`src/source/issue_pkg.sv`:
```
package issue_pkg;

    // ========================================================================
    // sizes
    // ========================================================================
    localparam int num_lanes    = 2;
    localparam int num_phy_regs = 48;
    localparam int num_log_regs = 32;
    localparam int phy_idx_w    = 6;
    localparam int id_width     = 8;

    localparam logic [31:0] reset_pc = 32'h0000_3000;

    typedef logic [phy_idx_w-1:0] phy_idx_t;
    typedef logic [id_width-1:0]  issue_id_t;

    // ========================================================================
    // instruction encodings
    // ========================================================================
    localparam logic [5:0] op_special = 6'h00;
    localparam logic [5:0] op_j       = 6'h02;
    localparam logic [5:0] op_jal     = 6'h03;
    localparam logic [5:0] op_beq     = 6'h04;
    localparam logic [5:0] op_ori     = 6'h0d;
    localparam logic [5:0] op_lui     = 6'h0f;
    localparam logic [5:0] op_lw      = 6'h23;
    localparam logic [5:0] op_sw      = 6'h2b;

    // funct field under op_special
    localparam logic [5:0] fn_addu    = 6'h21;
    localparam logic [5:0] fn_subu    = 6'h23;
    localparam logic [5:0] fn_jr      = 6'h08;
    localparam logic [5:0] fn_syscall = 6'h0c;

    typedef struct packed {
        logic [5:0] opcode;
        logic [4:0] rs;
        logic [4:0] rt;
        logic [4:0] rd;
        logic [4:0] shamt;
        logic [5:0] funct;
    } r_fmt_t;

    typedef struct packed {
        logic [5:0]  opcode;
        logic [4:0]  rs;
        logic [4:0]  rt;
        logic [15:0] imm16;
    } i_fmt_t;

    typedef struct packed {
        logic [5:0]  opcode;
        logic [25:0] target26;
    } j_fmt_t;

    // one fetched word, three views
    typedef union packed {
        r_fmt_t r_fmt;
        i_fmt_t i_fmt;
        j_fmt_t j_fmt;
    } instr_u;

    // ten kinds, so four bits
    typedef enum logic [3:0] {
        alu_r,
        alu_i,
        load,
        store,
        branch_eq,
        jump,
        jump_link,
        jump_reg,
        syscall,
        other
    } instr_kind_e;

endpackage

```
`src/source/instr_decoder.sv`:
```
`timescale 1ns/1ps

module instr_decoder (
    input  issue_pkg::instr_u      instr,
    output issue_pkg::instr_kind_e kind,
    output logic [4:0]             rs,
    output logic [4:0]             rt,
    output logic                   rs_used,
    output logic                   rt_used,
    output logic [4:0]             dest_lr,
    output logic                   has_dest,
    output logic [15:0]            imm16,
    output logic [25:0]            target26
);

    import issue_pkg::*;

    // classify by opcode, then funct for special
    always_comb begin
        kind = other;
        case (instr.r_fmt.opcode)
            op_special: begin
                case (instr.r_fmt.funct)
                    fn_addu, fn_subu: kind = alu_r;
                    fn_jr:            kind = jump_reg;
                    fn_syscall:       kind = syscall;
                    default:          kind = other;
                endcase
            end
            op_ori, op_lui: kind = alu_i;
            op_lw:          kind = load;
            op_sw:          kind = store;
            op_beq:         kind = branch_eq;
            op_j:           kind = jump;
            op_jal:         kind = jump_link;
            default:        kind = other;
        endcase
    end

    // register fields and usage
    always_comb begin
        rs       = instr.i_fmt.rs;
        rt       = instr.i_fmt.rt;
        imm16    = instr.i_fmt.imm16;
        target26 = instr.j_fmt.target26;
        rs_used  = 1'b0;
        rt_used  = 1'b0;
        dest_lr  = 5'd0;
        case (kind)
            alu_r: begin
                rs_used = 1'b1;
                rt_used = 1'b1;
                dest_lr = instr.r_fmt.rd;
            end
            alu_i: begin
                // lui has no source
                rs_used = (instr.i_fmt.opcode != op_lui);
                dest_lr = instr.i_fmt.rt;
            end
            load: begin
                rs_used = 1'b1;
                dest_lr = instr.i_fmt.rt;
            end
            store, branch_eq: begin
                rs_used = 1'b1;
                rt_used = 1'b1;
            end
            jump_reg:  rs_used = 1'b1;
            jump_link: dest_lr = 5'd31;
            default:   dest_lr = 5'd0;
        endcase
        // writes to r0 are dropped
        has_dest = (dest_lr != 5'd0);
    end

endmodule

```
`config.mk`:
```
export PLATFORM = sky130hd
export DESIGN_NAME = instr_decoder
export DESIGN_NICKNAME = d
export VERILOG_FILES = /design/src/source/issue_pkg.sv /design/src/source/instr_decoder.sv
export SDC_FILE = /design/constraint.sdc
export NUM_CORES = 1
export LEC_CHECK = 0
export ABC_AREA = 1
export BUFFER_PORTS_ARGS = -buffer_cell sky130_fd_sc_hd__buf_4
export CORE_MARGIN = 2
export CORE_UTILIZATION = 36
export DETAILED_ROUTE_END_ITERATION = 16
export PLACE_DENSITY = 0.85
export SYNTH_ARGS = -nofsm -noshare
export SYNTH_HDL_FRONTEND = slang
export SYNTH_SLANG_ARGS = --single-unit
```
`constraint.sdc`:
```
create_clock -name vclk -period 1.35
set_clock_uncertainty 0.2 [all_clocks]
set_input_delay 0.0675 -clock vclk [all_inputs]
set_output_delay 0.0675 -clock vclk [all_outputs]
set_load 0.05 [all_outputs]
```
== Yosys cells after proc, flatten, opt, wreduce, memory -nomap -nowiden ==
Cells that the tools add are included.

* Equality and inequality tests: 18
* Reductions and logical operators: 8
* Muxes and demuxes: 5

{| class="wikitable"
|+ Operators with widths
! cell !! count
|-
| one-hot mux 4 bit (7 select lines) || 1
|-
| equality test 6 x 4 -> 1 bit, second input constant || 4
|-
| equality test 6 bit, second input constant || 4
|-
| one-hot mux 5 bit (3 select lines) || 1
|-
| equality test 4 x 3 -> 1 bit, second input constant || 3
|-
| equality test 6 x 2 -> 1 bit, second input constant || 2
|-
| one-hot mux 4 bit (3 select lines) || 1
|-
| equality test 4 x 2 -> 1 bit, second input constant || 2
|-
| equality test 6 x 3 -> 1 bit, second input constant || 1
|-
| zero test 6 bit || 1
|-
| inequality test 6 x 4 -> 1 bit, second input constant || 1
|-
| OR reduction 2 bit || 3
|-
| nonzero test 5 bit || 1
|-
| OR reduction 5 bit || 1
|-
| equality test 4 x 1 -> 1 bit, second input constant || 1
|-
| zero test 4 bit || 1
|-
| OR reduction 3 bit || 1
|-
| one-hot mux 1 bit (2 select lines) || 1
|-
| two-way mux 1 bit || 1
|}

* Input port bits: 32
* Logic and storage cells: 31
* Output and inout port bits: 64
* Register bits: 0

== Longest topological paths before layout ==
Gate-level depths: netlist of the first run.

* Depth in word-level cells: 8
* Gate-level depth with buffers: 12

== Worst setup path before layout of the first run ==
No wires, ideal clock.

* Path type: in2out
* Start: input port instr[31] (netlist bit)
* End: output port has_dest
* Buffers on the path: 0
* Arrival time: 1,945 ps
* Stages on the path: 11
* Slack: -862 ps
* Path through: nor2_4 -> inv_1 -> nor2_4 -> nor2_4 -> nand2_4 -> nand2_2 -> nor2_4 -> nand3_1 -> nand2_1 -> nor2_1 -> nand3_1

* Word-level cells in the longest chain between the ends: 7

{| class="wikitable"
|+ Ends and longest elaborated chain
! item !! line !! source
|-
| from (decl) || instr_decoder.sv:4 || <nowiki>input issue_pkg::instr_u instr,</nowiki>
|-
| equality test 6 x 4 -> 1 bit || instr_decoder.sv:21 || <nowiki>case (instr.r_fmt.opcode)</nowiki>
|-
| OR reduction 2 bit || instr_decoder.sv:21 ||
|-
| one-hot mux 4 bit (7 select lines) * || instr_decoder.sv:21 ||
|-
| via kind[3] || instr_decoder.sv:5 || <nowiki>output issue_pkg::instr_kind_e kind,</nowiki>
|-
| equality test 4 x 2 -> 1 bit or equality test 4 x 1 -> 1 bit (tied branches) || instr_decoder.sv:49 || <nowiki>case (kind)</nowiki>
|-
| OR reduction 2 bit (no line) || n/a ||
|-
| one-hot mux 5 bit (3 select lines) * || instr_decoder.sv:49 ||
|-
| via dest_lr[3] || instr_decoder.sv:10 || <nowiki>output logic [4:0] dest_lr,</nowiki>
|-
| nonzero test 5 bit * || instr_decoder.sv:73 || <nowiki>has_dest = (dest_lr != 5'd0);</nowiki>
|-
| to (decl) || instr_decoder.sv:11 || <nowiki>output logic has_dest,</nowiki>
|}

Mark *: on every way through the listed nets, which the timed path passes. The rest lies on a longest branch.

== Worst setup path after layout of the first run ==
* Start: input port instr[28] (netlist bit)
* End: output port has_dest

* Word-level cells in the longest chain between the ends: 7

{| class="wikitable"
|+ Ends and longest elaborated chain
! item !! line
|-
| equality test 6 x 4 -> 1 bit || instr_decoder.sv:21
|-
| OR reduction 2 bit || instr_decoder.sv:21
|-
| one-hot mux 4 bit (7 select lines) * || instr_decoder.sv:21
|-
| equality test 4 x 2 -> 1 bit or equality test 4 x 1 -> 1 bit (tied branches) || instr_decoder.sv:49
|-
| OR reduction 2 bit (no line) || n/a
|-
| one-hot mux 5 bit (3 select lines) * || instr_decoder.sv:49
|-
| nonzero test 5 bit * || instr_decoder.sv:73
|}

Every way passes the cells marked *; elsewhere a longest branch is shown, timed or not.

==> reports/qor.csv, run 1 <==
stage,metric,value,unit
drt,post_drt_wl_per_cell,11.5,um
timing,setup_viol,10,
global_routing,track_usage,15.1,%
critical_path,worst_path_largest_cell_delay,0.29,ns
synth,synth_top_area_share,44.7,%
timing,min_period_over_period,133,%
finish,layout_commonest_cell,buf_4,
drt,num_vias,934,
timing,finalMaxSlewViolations,0,
finish,multiInputGateArea,577,sq um
critical_path,critPathKind,in2out,
floorplanning,core-area,2250,sq um
synth,avgSynthCellArea,6.72,sq um
finish,antennaDiodeCount,0,
critical_path,critPathLaunchType,input port,
floorplanning,die_x,53.3,um
synth,ys_types,20,
critical_path,crit_path_top_delay_cell,a21oi_1,
pwr,peakVddDrop,0.293,mV
global_routing,antenna_found_initial,0,
critical_path,crit_top_cell,buf_4,
pwr,power_density,503,nW/um^2
critical_path,crit_cells,12,
drt,routed_wl,2.34,mm
finish,final.fill_count,182,
drt,drc,0,
synth,yosys-top-cells-area,"buf_4 45%, nand3_1 8.6%, nor2_4 6.4%",
synth,synth_warnings,0,
floorplanning,rows,17,
critical_path,cp.arrival,1.53,ns
finish,fin_cells,204,
finish,area_delta_synth_final,76.1,%
synth,synth_cells,130,
timing,final.min_clock_period,1.79,ns
global_routing,grt_pass1_vias,829,
timing,maxSlewHeadroom,35.2,%
run_status,failed_checks,setup timing,
timing,worstMarginPinSlew,0.977,ns
synth,ys_seq_area_share,0,%
floorplanning,initial_core_util,38.7,%
drt,drt-vias-per-instance,4.58,
synth,syn_area,873,sq um
timing,setup_slack,-0.445,ns
critical_path,cp-endpoint,has_dest,
global_routing,grt_max_degree,7,
drt,drtIter0Drc,6,
critical_path,cp_max_fo,5,
run_status,status,"complete, but fails checks",
timing,fmax,557,MHz
pwr,leakagePower,0.856,nW
critical_path,setup.worst_path.start,instr[28],
place,place_congestion,0.743,
finish,final_util,68.2,%
critical_path,path_delay_family,simple AND/OR/NAND/NOR gates,
global_routing,grt_pass1_wl,3.34,mm
job,drv_cap,0,
floorplanning,dieArea,2840,sq um
floorplanning,die_h,53.3,um
finish,seq_area,0,sq um
floorplanning,io_pins,96,
drt,ant_nets,0,
hold_path,min_path_type,in2out,
timing,final_hold_viol_count,0,
critical_path,critPathCaptureType,primary output,
finish,drive_gt1_share,77.3,%
finish,seq_cells,0,
global_routing,gr-total-overflow,0,
place,dpl.hpwl,1.90,mm
place,placedCellCount,192,
critical_path,crit_chain,"buf_4, nand2_1, clkinv_1, nand3_2, buf_4, buf_4, nand2_1, a21oi_1, nand2_4, nor2_4, nand3_4, buf_8",
finish,nets,210,
synth,syn_nets,162,
synth,synth_top_area_cell,buf_4,
timing,rsz0062_at_grt,yes,
drt,dr.pass1.iters,4,
finish,clock_buffers,0,
finish,final_cell_mix,"74 x buf_4, 10 x dlymetal6s4s_1, 10 x buf_8",
critical_path,cp.required,1.08,ns
critical_path,cp_num_buf_inv,5,
place,io_buffers,66,
-- cell type report --
cell class	instances	area share [%]
Multi-Input combinational cell	65	37.5
Inverter	13	3.25
Tap cell	28	2.28
Timing Repair Buffer	98	57.0
-- how the worst min path moves through the flow --
stage | from | endpoint | slack, ns | cells after the start
2_1_floorplan | instr[0] | imm16[0] | 0.10 | 1
3_3_place_gp | instr[7] | imm16[7] | -0.06 | 0
3_5_place_dp | instr[7] | imm16[7] | -0.06 | 0
4_1_cts | instr[19] | rt[3] | 0.21 | 2
5_1_grt | instr[15] | target26[15] | 0.22 | 2
6_report | instr[15] | imm16[15] | 0.21 | 2
-- stage by stage --
step	hold slack [ns]	cell area [sq um]	total power, mW	TNS (ns)	setup slack [ns]
floorplan	0.102	933	0.577	-2.22	-0.564
finish	0.211	1540	0.774	-3.06	-0.445
global placement	-0.0645	1220	0.564	-3.05	-0.461
detailed placement	-0.0645	1220	0.572	-3.69	-0.515
CTS	0.211	1470	0.763	-6.55	-0.428
global route	0.221	1540	0.804	-4.35	-0.566
-- synthesized netlist by cell type --
library cell	count
buf_4	52
nand3_1	15
nand2_1	11
nor2_1	11
inv_1	8
a21oi_1	5
nor2_4	5
inv_2	3
nand2_2	3
nand3_2	3
nor2_2	3
nand2_4	2
nand3_4	2
clkinv_1	1
clkinv_2	1
nand4_1	1
nand4_4	1
nor2_8	1
nor3_1	1
o21ai_4	1
-- logic make-up after synthesis --
group	after synthesis	synth area share [%]
buffers and inverters	65	50.4
and+or+nand+nor	59	44.8
AOI/OAI and AO/OA	6	4.73
-- metal layers --
layer,global-route usage [%],wire length [um],part of all wire [%]
met2,33.7,1330,57
met1,14.6,764,33
met5,0,0,0
met4,1.28,0,0
met3,1.41,249,11
-- repair_timing --
item | in CTS | in global routing
gates resized for setup | 35 | 20
hold buffers | 10 | 0
buffers inserted | 2 | 0
endpoints found under the hold margin | 20 | 0
endpoints found under the setup margin | 12 | 32
cloned | 0 | 0
pin swaps | 10 | 6
-- report_power, final --
part | internal (mW) | leakage (nW) | switching (mW) | total (mW)
logic | 0.252 | 0.856 | 0.522 | 0.774
registers | 0 | 0 | 0 | 0
clock network | 0 | 0 | 0 | 0
No activity file was read; power rests on OpenSTA's default activity.
==> run 2: changes to the inputs <==
--- a/config.mk
+++ b/config.mk
@@ -11,6 +11,8 @@
 export CORE_UTILIZATION = 36
 export DETAILED_ROUTE_END_ITERATION = 16
 export PLACE_DENSITY = 0.85
+export REMOVE_ABC_BUFFERS = 1
 export SYNTH_ARGS = -nofsm -noshare
 export SYNTH_HDL_FRONTEND = slang
 export SYNTH_SLANG_ARGS = --single-unit
+export TNS_END_PERCENT = 50
==> constraint.sdc (replaced) <==
create_clock -name vclk -period 1.95
set_clock_uncertainty 0.2 [all_clocks]
set_input_delay 0.0975 -clock vclk [all_inputs]
set_output_delay 0.0975 -clock vclk [all_outputs]
set_load 0.05 [all_outputs]
==> reports/qor.csv, run 2 (synthesized netlist as in run 1, its figures left out) <==
stage,metric,value,unit
drt,num_vias,782,
finish,fin_area,1130,sq um
drt,drc,0,
finish,final_cell_mix,"65 x buf_4, 15 x nand3_1, 11 x nand2_1",
pwr,leakagePower,0.612,nW
floorplanning,core-area,2250,sq um
drt,drt-vias-per-instance,4.30,
timing,worstMarginPinSlew,1.03,ns
critical_path,cp.arrival,1.53,ns
clock_tree,post_cts_buffers,0,
critical_path,critPathCaptureType,primary output,
drt,routed_wl,2.04,mm
critical_path,critPathLaunchType,input port,
job,drv_cap,0,
global_routing,grt_pass1_wl,2.82,mm
timing,setup_viol,0,
global_routing,grt.busiest_layer,met2,
run_status,status,"complete, no violations",
global_routing,gr-total-overflow,0,
critical_path,cp-endpoint,has_dest,
global_routing,grt_use_met2,20.4,%
finish,area_delta_synth_final,29.8,%
critical_path,cp_max_fo,6,
finish,seq_cells,0,
floorplanning,initial_core_util,38.7,%
timing,finalMaxSlewViolations,0,
drt,drtIter0Drc,3,
pwr,peakVddDrop,0.290,mV
finish,nets,188,
global_routing,grt_pass1_vias,640,
finish,seq_area,0,sq um
global_routing,grt_max_degree,7,
place,place_congestion,0.797,
place,placement.setup.worst_slack,0.109,ns
pwr,power_density,409,nW/um^2
finish,antennaDiodeCount,0,
place,placed_area,1010,sq um
timing,final_hold_viol_count,0,
timing,setup_slack,0.120,ns
place,dpl.hpwl,1.77,mm
timing,final.min_clock_period,1.83,ns
global_routing,track_usage,13.0,%
place,io_buffers,66,
floorplanning,io_pins,96,
drt,ant_nets,0,
critical_path,critPathKind,in2out,
global_routing,globalRouteMet1Util,19.9,%
finish,drive_gt1_share,59.7,%
floorplanning,die_x,53.3,um
finish,layout_commonest_cell,buf_4,
floorplanning,rows,17,
timing,rsz0062_at_grt,yes,
drt,post_drt_wl_per_cell,11.2,um
floorplanning,dieArea,2840,sq um
timing,min_period_over_period,93.9,%
global_routing,antenna_found_initial,0,
timing,maxSlewHeadroom,31.3,%
global_routing,global_route.usage.met3,1.41,%
finish,clock_buffers,0,
critical_path,cp.required,1.65,ns
drt,dr.pass1.iters,4,
timing,fmax,546,MHz
hold_path,min_path_type,in2out,
floorplanning,die_h,53.3,um
critical_path,setup.worst_path.start,instr[31],
hold_path,whs_path_depth,2,
[run 2: worst min-delay path by stage]
stage                    from            to
finish               instr[1]      imm16[1]
global route        instr[19]  target26[19]
CTS                 instr[16]  target26[16]
detailed placement  instr[25]  target26[25]
global placement    instr[25]  target26[25]
floorplan            instr[0]      imm16[0]
[run 2: report_power, final]
part / leakage, nW / internal [mW] / switching (mW) / total (mW)
Combinational: 0.612 / 0.125 / 0.339 / 0.464
Clock: 0 / 0 / 0 / 0
Sequential: 0 / 0 / 0 / 0
[run 2: cell type report]
class,count,area [sq um]
fillers,249,1120
inverters,13,51.3
multi-input cells,65,448
well taps,28,35.0
repair buffers,76,599
[run 2: stage by stage]
step	hold slack [ns]	power, mW	util (%)	TNS (ns)	std cells
3_5_place_dp	-0.00434	0.362	45.0	0	172
6_report	0.271	0.464	50.3	0	182
3_3_place_gp	-0.00434	0.360	45.0	0	172
2_1_floorplan	-0.00500	0.103	-	-0.521	78
5_1_grt	0.280	0.484	50.3	-0.0273	182
4_1_cts	0.273	0.462	49.4	0	182
[run 2: routing by layer]
| layer | vias to the layer above | routed length [um] | share of wire [%] |
|---|---|---|---|
| met4 | 0 | 0 | 0 |
| met1 | 344 | 845 | 42 |
| met3 | 0 | 120 | 5.9 |
| met5 | - | 0 | 0 |
| li1 | 414 | - | - |
| met2 | 24 | 1070 | 53 |
[run 2: what timing repair did]
item / 4_1_cts / 5_1_grt
setup endpoints to repair: 0 / 2
hold buffers: 10 / 0
hold endpoints to repair: 20 / 0
resized for setup: 0 / 5
[run 2: worst max-delay path: stages]
cell	delay, ns
buf_4	0.12
nor2_4	0.20
nand3_2	0.15
nand2_1	0.09
nor2_1	0.06
nand2_4	0.08
nand2_2	0.07
nor2_4	0.15
nand2_4	0.08
o21ai_4	0.13
inv_2	0.04
nand3_1	0.09
buf_6	0.16
==> run 3: changes to the inputs <==
--- a/config.mk
+++ b/config.mk
@@ -11,7 +11,6 @@
 export CORE_UTILIZATION = 36
 export DETAILED_ROUTE_END_ITERATION = 16
 export PLACE_DENSITY = 0.85
-export REMOVE_ABC_BUFFERS = 1
 export SYNTH_ARGS = -nofsm -noshare
 export SYNTH_HDL_FRONTEND = slang
 export SYNTH_SLANG_ARGS = --single-unit
==> reports/qor.csv, run 3 (synthesized netlist as in run 1, its figures left out) <==
stage,metric,value,unit
drt,num_vias,801,
timing,finalMaxSlewViolations,0,
pwr,pwr-share-comb,100.0,%
place,placedCellCount,172,
finish,antennaDiodeCount,0,
timing,final.min_clock_period,1.82,ns
job,drv_cap,0,
finish,drive_gt1_share,66.7,%
floorplanning,initial_core_util,38.7,%
pwr,p_clk_share,0,%
finish,fin_cells,184,
global_routing,track_usage,11.3,%
global_routing,gr-total-overflow,0,
finish,seq_area,0,sq um
finish,seq_cells,0,
floorplanning,core-area,2250,sq um
place,place_congestion,0.791,
critical_path,cp.required,1.65,ns
pwr,seq_power_share,0,%
floorplanning,dieArea,2840,sq um
global_routing,grt_max_degree,7,
critical_path,critPathCaptureType,primary output,
critical_path,cp.arrival,1.52,ns
finish,final_util,52.3,%
finish,nets,190,
finish,final_cell_mix,"67 x buf_4, 11 x nand3_1, 10 x nor2_1, 10 x dlygate4sd3_1, 8 x nand2_2",
timing,min_period_over_period,93.3,%
drt,dr.pass1.iters,4,
place,dpl.hpwl,1.60,mm
drt,drt-vias-per-instance,4.35,
timing,final_hold_viol_count,0,
finish,clock_buffers,0,
finish,final.fill_count,232,
floorplanning,die_h,53.3,um
drt,drc,0,
critical_path,critPathLaunchType,input port,
pwr,peakVddDrop,0.207,mV
timing,setup_slack,0.131,ns
pwr,switchingPower,0.339,mW
timing,fin_setup_tns,0,ns
place,io_buffers,66,
drt,routed_wl,1.82,mm
floorplanning,io_pins,96,
drt,ant_nets,0,
global_routing,grt_pass1_vias,589,
pwr,power_density,395,nW/um^2
floorplanning,die_x,53.3,um
run_status,status,"complete, no violations",
global_routing,antenna_found_initial,0,
drt,drtIter0Drc,7,
timing,maxSlewHeadroom,34.7,%
critical_path,critPathKind,in2out,
timing,setup_viol,0,
timing,worstMarginPinSlew,0.976,ns
global_routing,grt_pass1_wl,2.57,mm
critical_path,cp_max_fo,6,
pwr,p_int,0.127,mW
finish,layout_commonest_cell,buf_4,
place,placement.setup.worst_slack,0.0730,ns
hold_path,min_path_type,in2out,
timing,fmax,550,MHz
drt,post_drt_wl_per_cell,9.90,um
floorplanning,rows,17,
finish,multiInputGateArea,480,sq um
pwr,switching_share,72.7,%
finish,area_delta_synth_final,35.1,%
pwr,leakagePower,0.628,nW
## run 3: cell count changes in the layout (fill, tap and decap cells not counted), sizes merged
cell | previous run | this run
buf | 66 | 68
clkinv | 1 | 2
inv | 12 | 11
## run 3: power by group through the flow
stage / clock, mW / combinational (mW) / sequential [mW]
2_1_floorplan: 0 / 0.394 / 0
3_3_place_gp: 0 / 0.362 / 0
3_5_place_dp: 0 / 0.365 / 0
4_1_cts: 0 / 0.463 / 0
5_1_grt: 0 / 0.488 / 0
6_report: 0 / 0.467 / 0
## run 3: final cells by class
| type | count | area share [%] |
|---|---|---|
| repair buffers | 78 | 52.1 |
| multi-input cells | 65 | 40.7 |
| inverters | 13 | 4.24 |
| well taps | 28 | 2.97 |
## run 3: final timing paths
check             startpoint      endpoint  slack, ns  cells after the start
hold / removal     instr[19]  target26[19]       0.27                      2
setup / recovery   instr[30]       rs_used       0.13                     13
## run 3: what timing repair did
item,4_1_cts,5_1_grt
endpoints found under the hold margin,20,0
setup endpoints to repair,0,1
resized for setup,0,7
buffers inserted,0,2
hold buffers,10,0
## run 3: worst max-delay path, stage by stage
cell,delay [ns]
buf_4,0.12
nor2_4,0.23
nand3_2,0.11
buf_4,0.15
nand3_1,0.08
nor2_2,0.05
nand3_4,0.10
nor2_8,0.05
nand2_1,0.08
nand2_2,0.06
nor2_1,0.11
nand3_2,0.07
buf_4,0.19
## run 3: stage by stage
| stage | hold slack [ns] | total power [mW] | instance area, sq um |
|---|---|---|---|
| floorplan | 0.162 | 0.394 | 896 |
| global placement | -0.00447 | 0.362 | 1040 |
| detailed placement | -0.00447 | 0.365 | 1040 |
| CTS | 0.270 | 0.463 | 1140 |
| global route | 0.278 | 0.488 | 1180 |
| finish | 0.269 | 0.467 | 1180 |
## run 3: routing by layer
metal | track usage (%) | vias to the layer above | share of wire [%]
met1 | 15.0 | 334 | 33
met4 | 0 | 0 | 0
li1 | - | 411 | -
met5 | 0 | - | 0
met3 | 0.282 | 0 | 14
met2 | 21.4 | 56 | 53
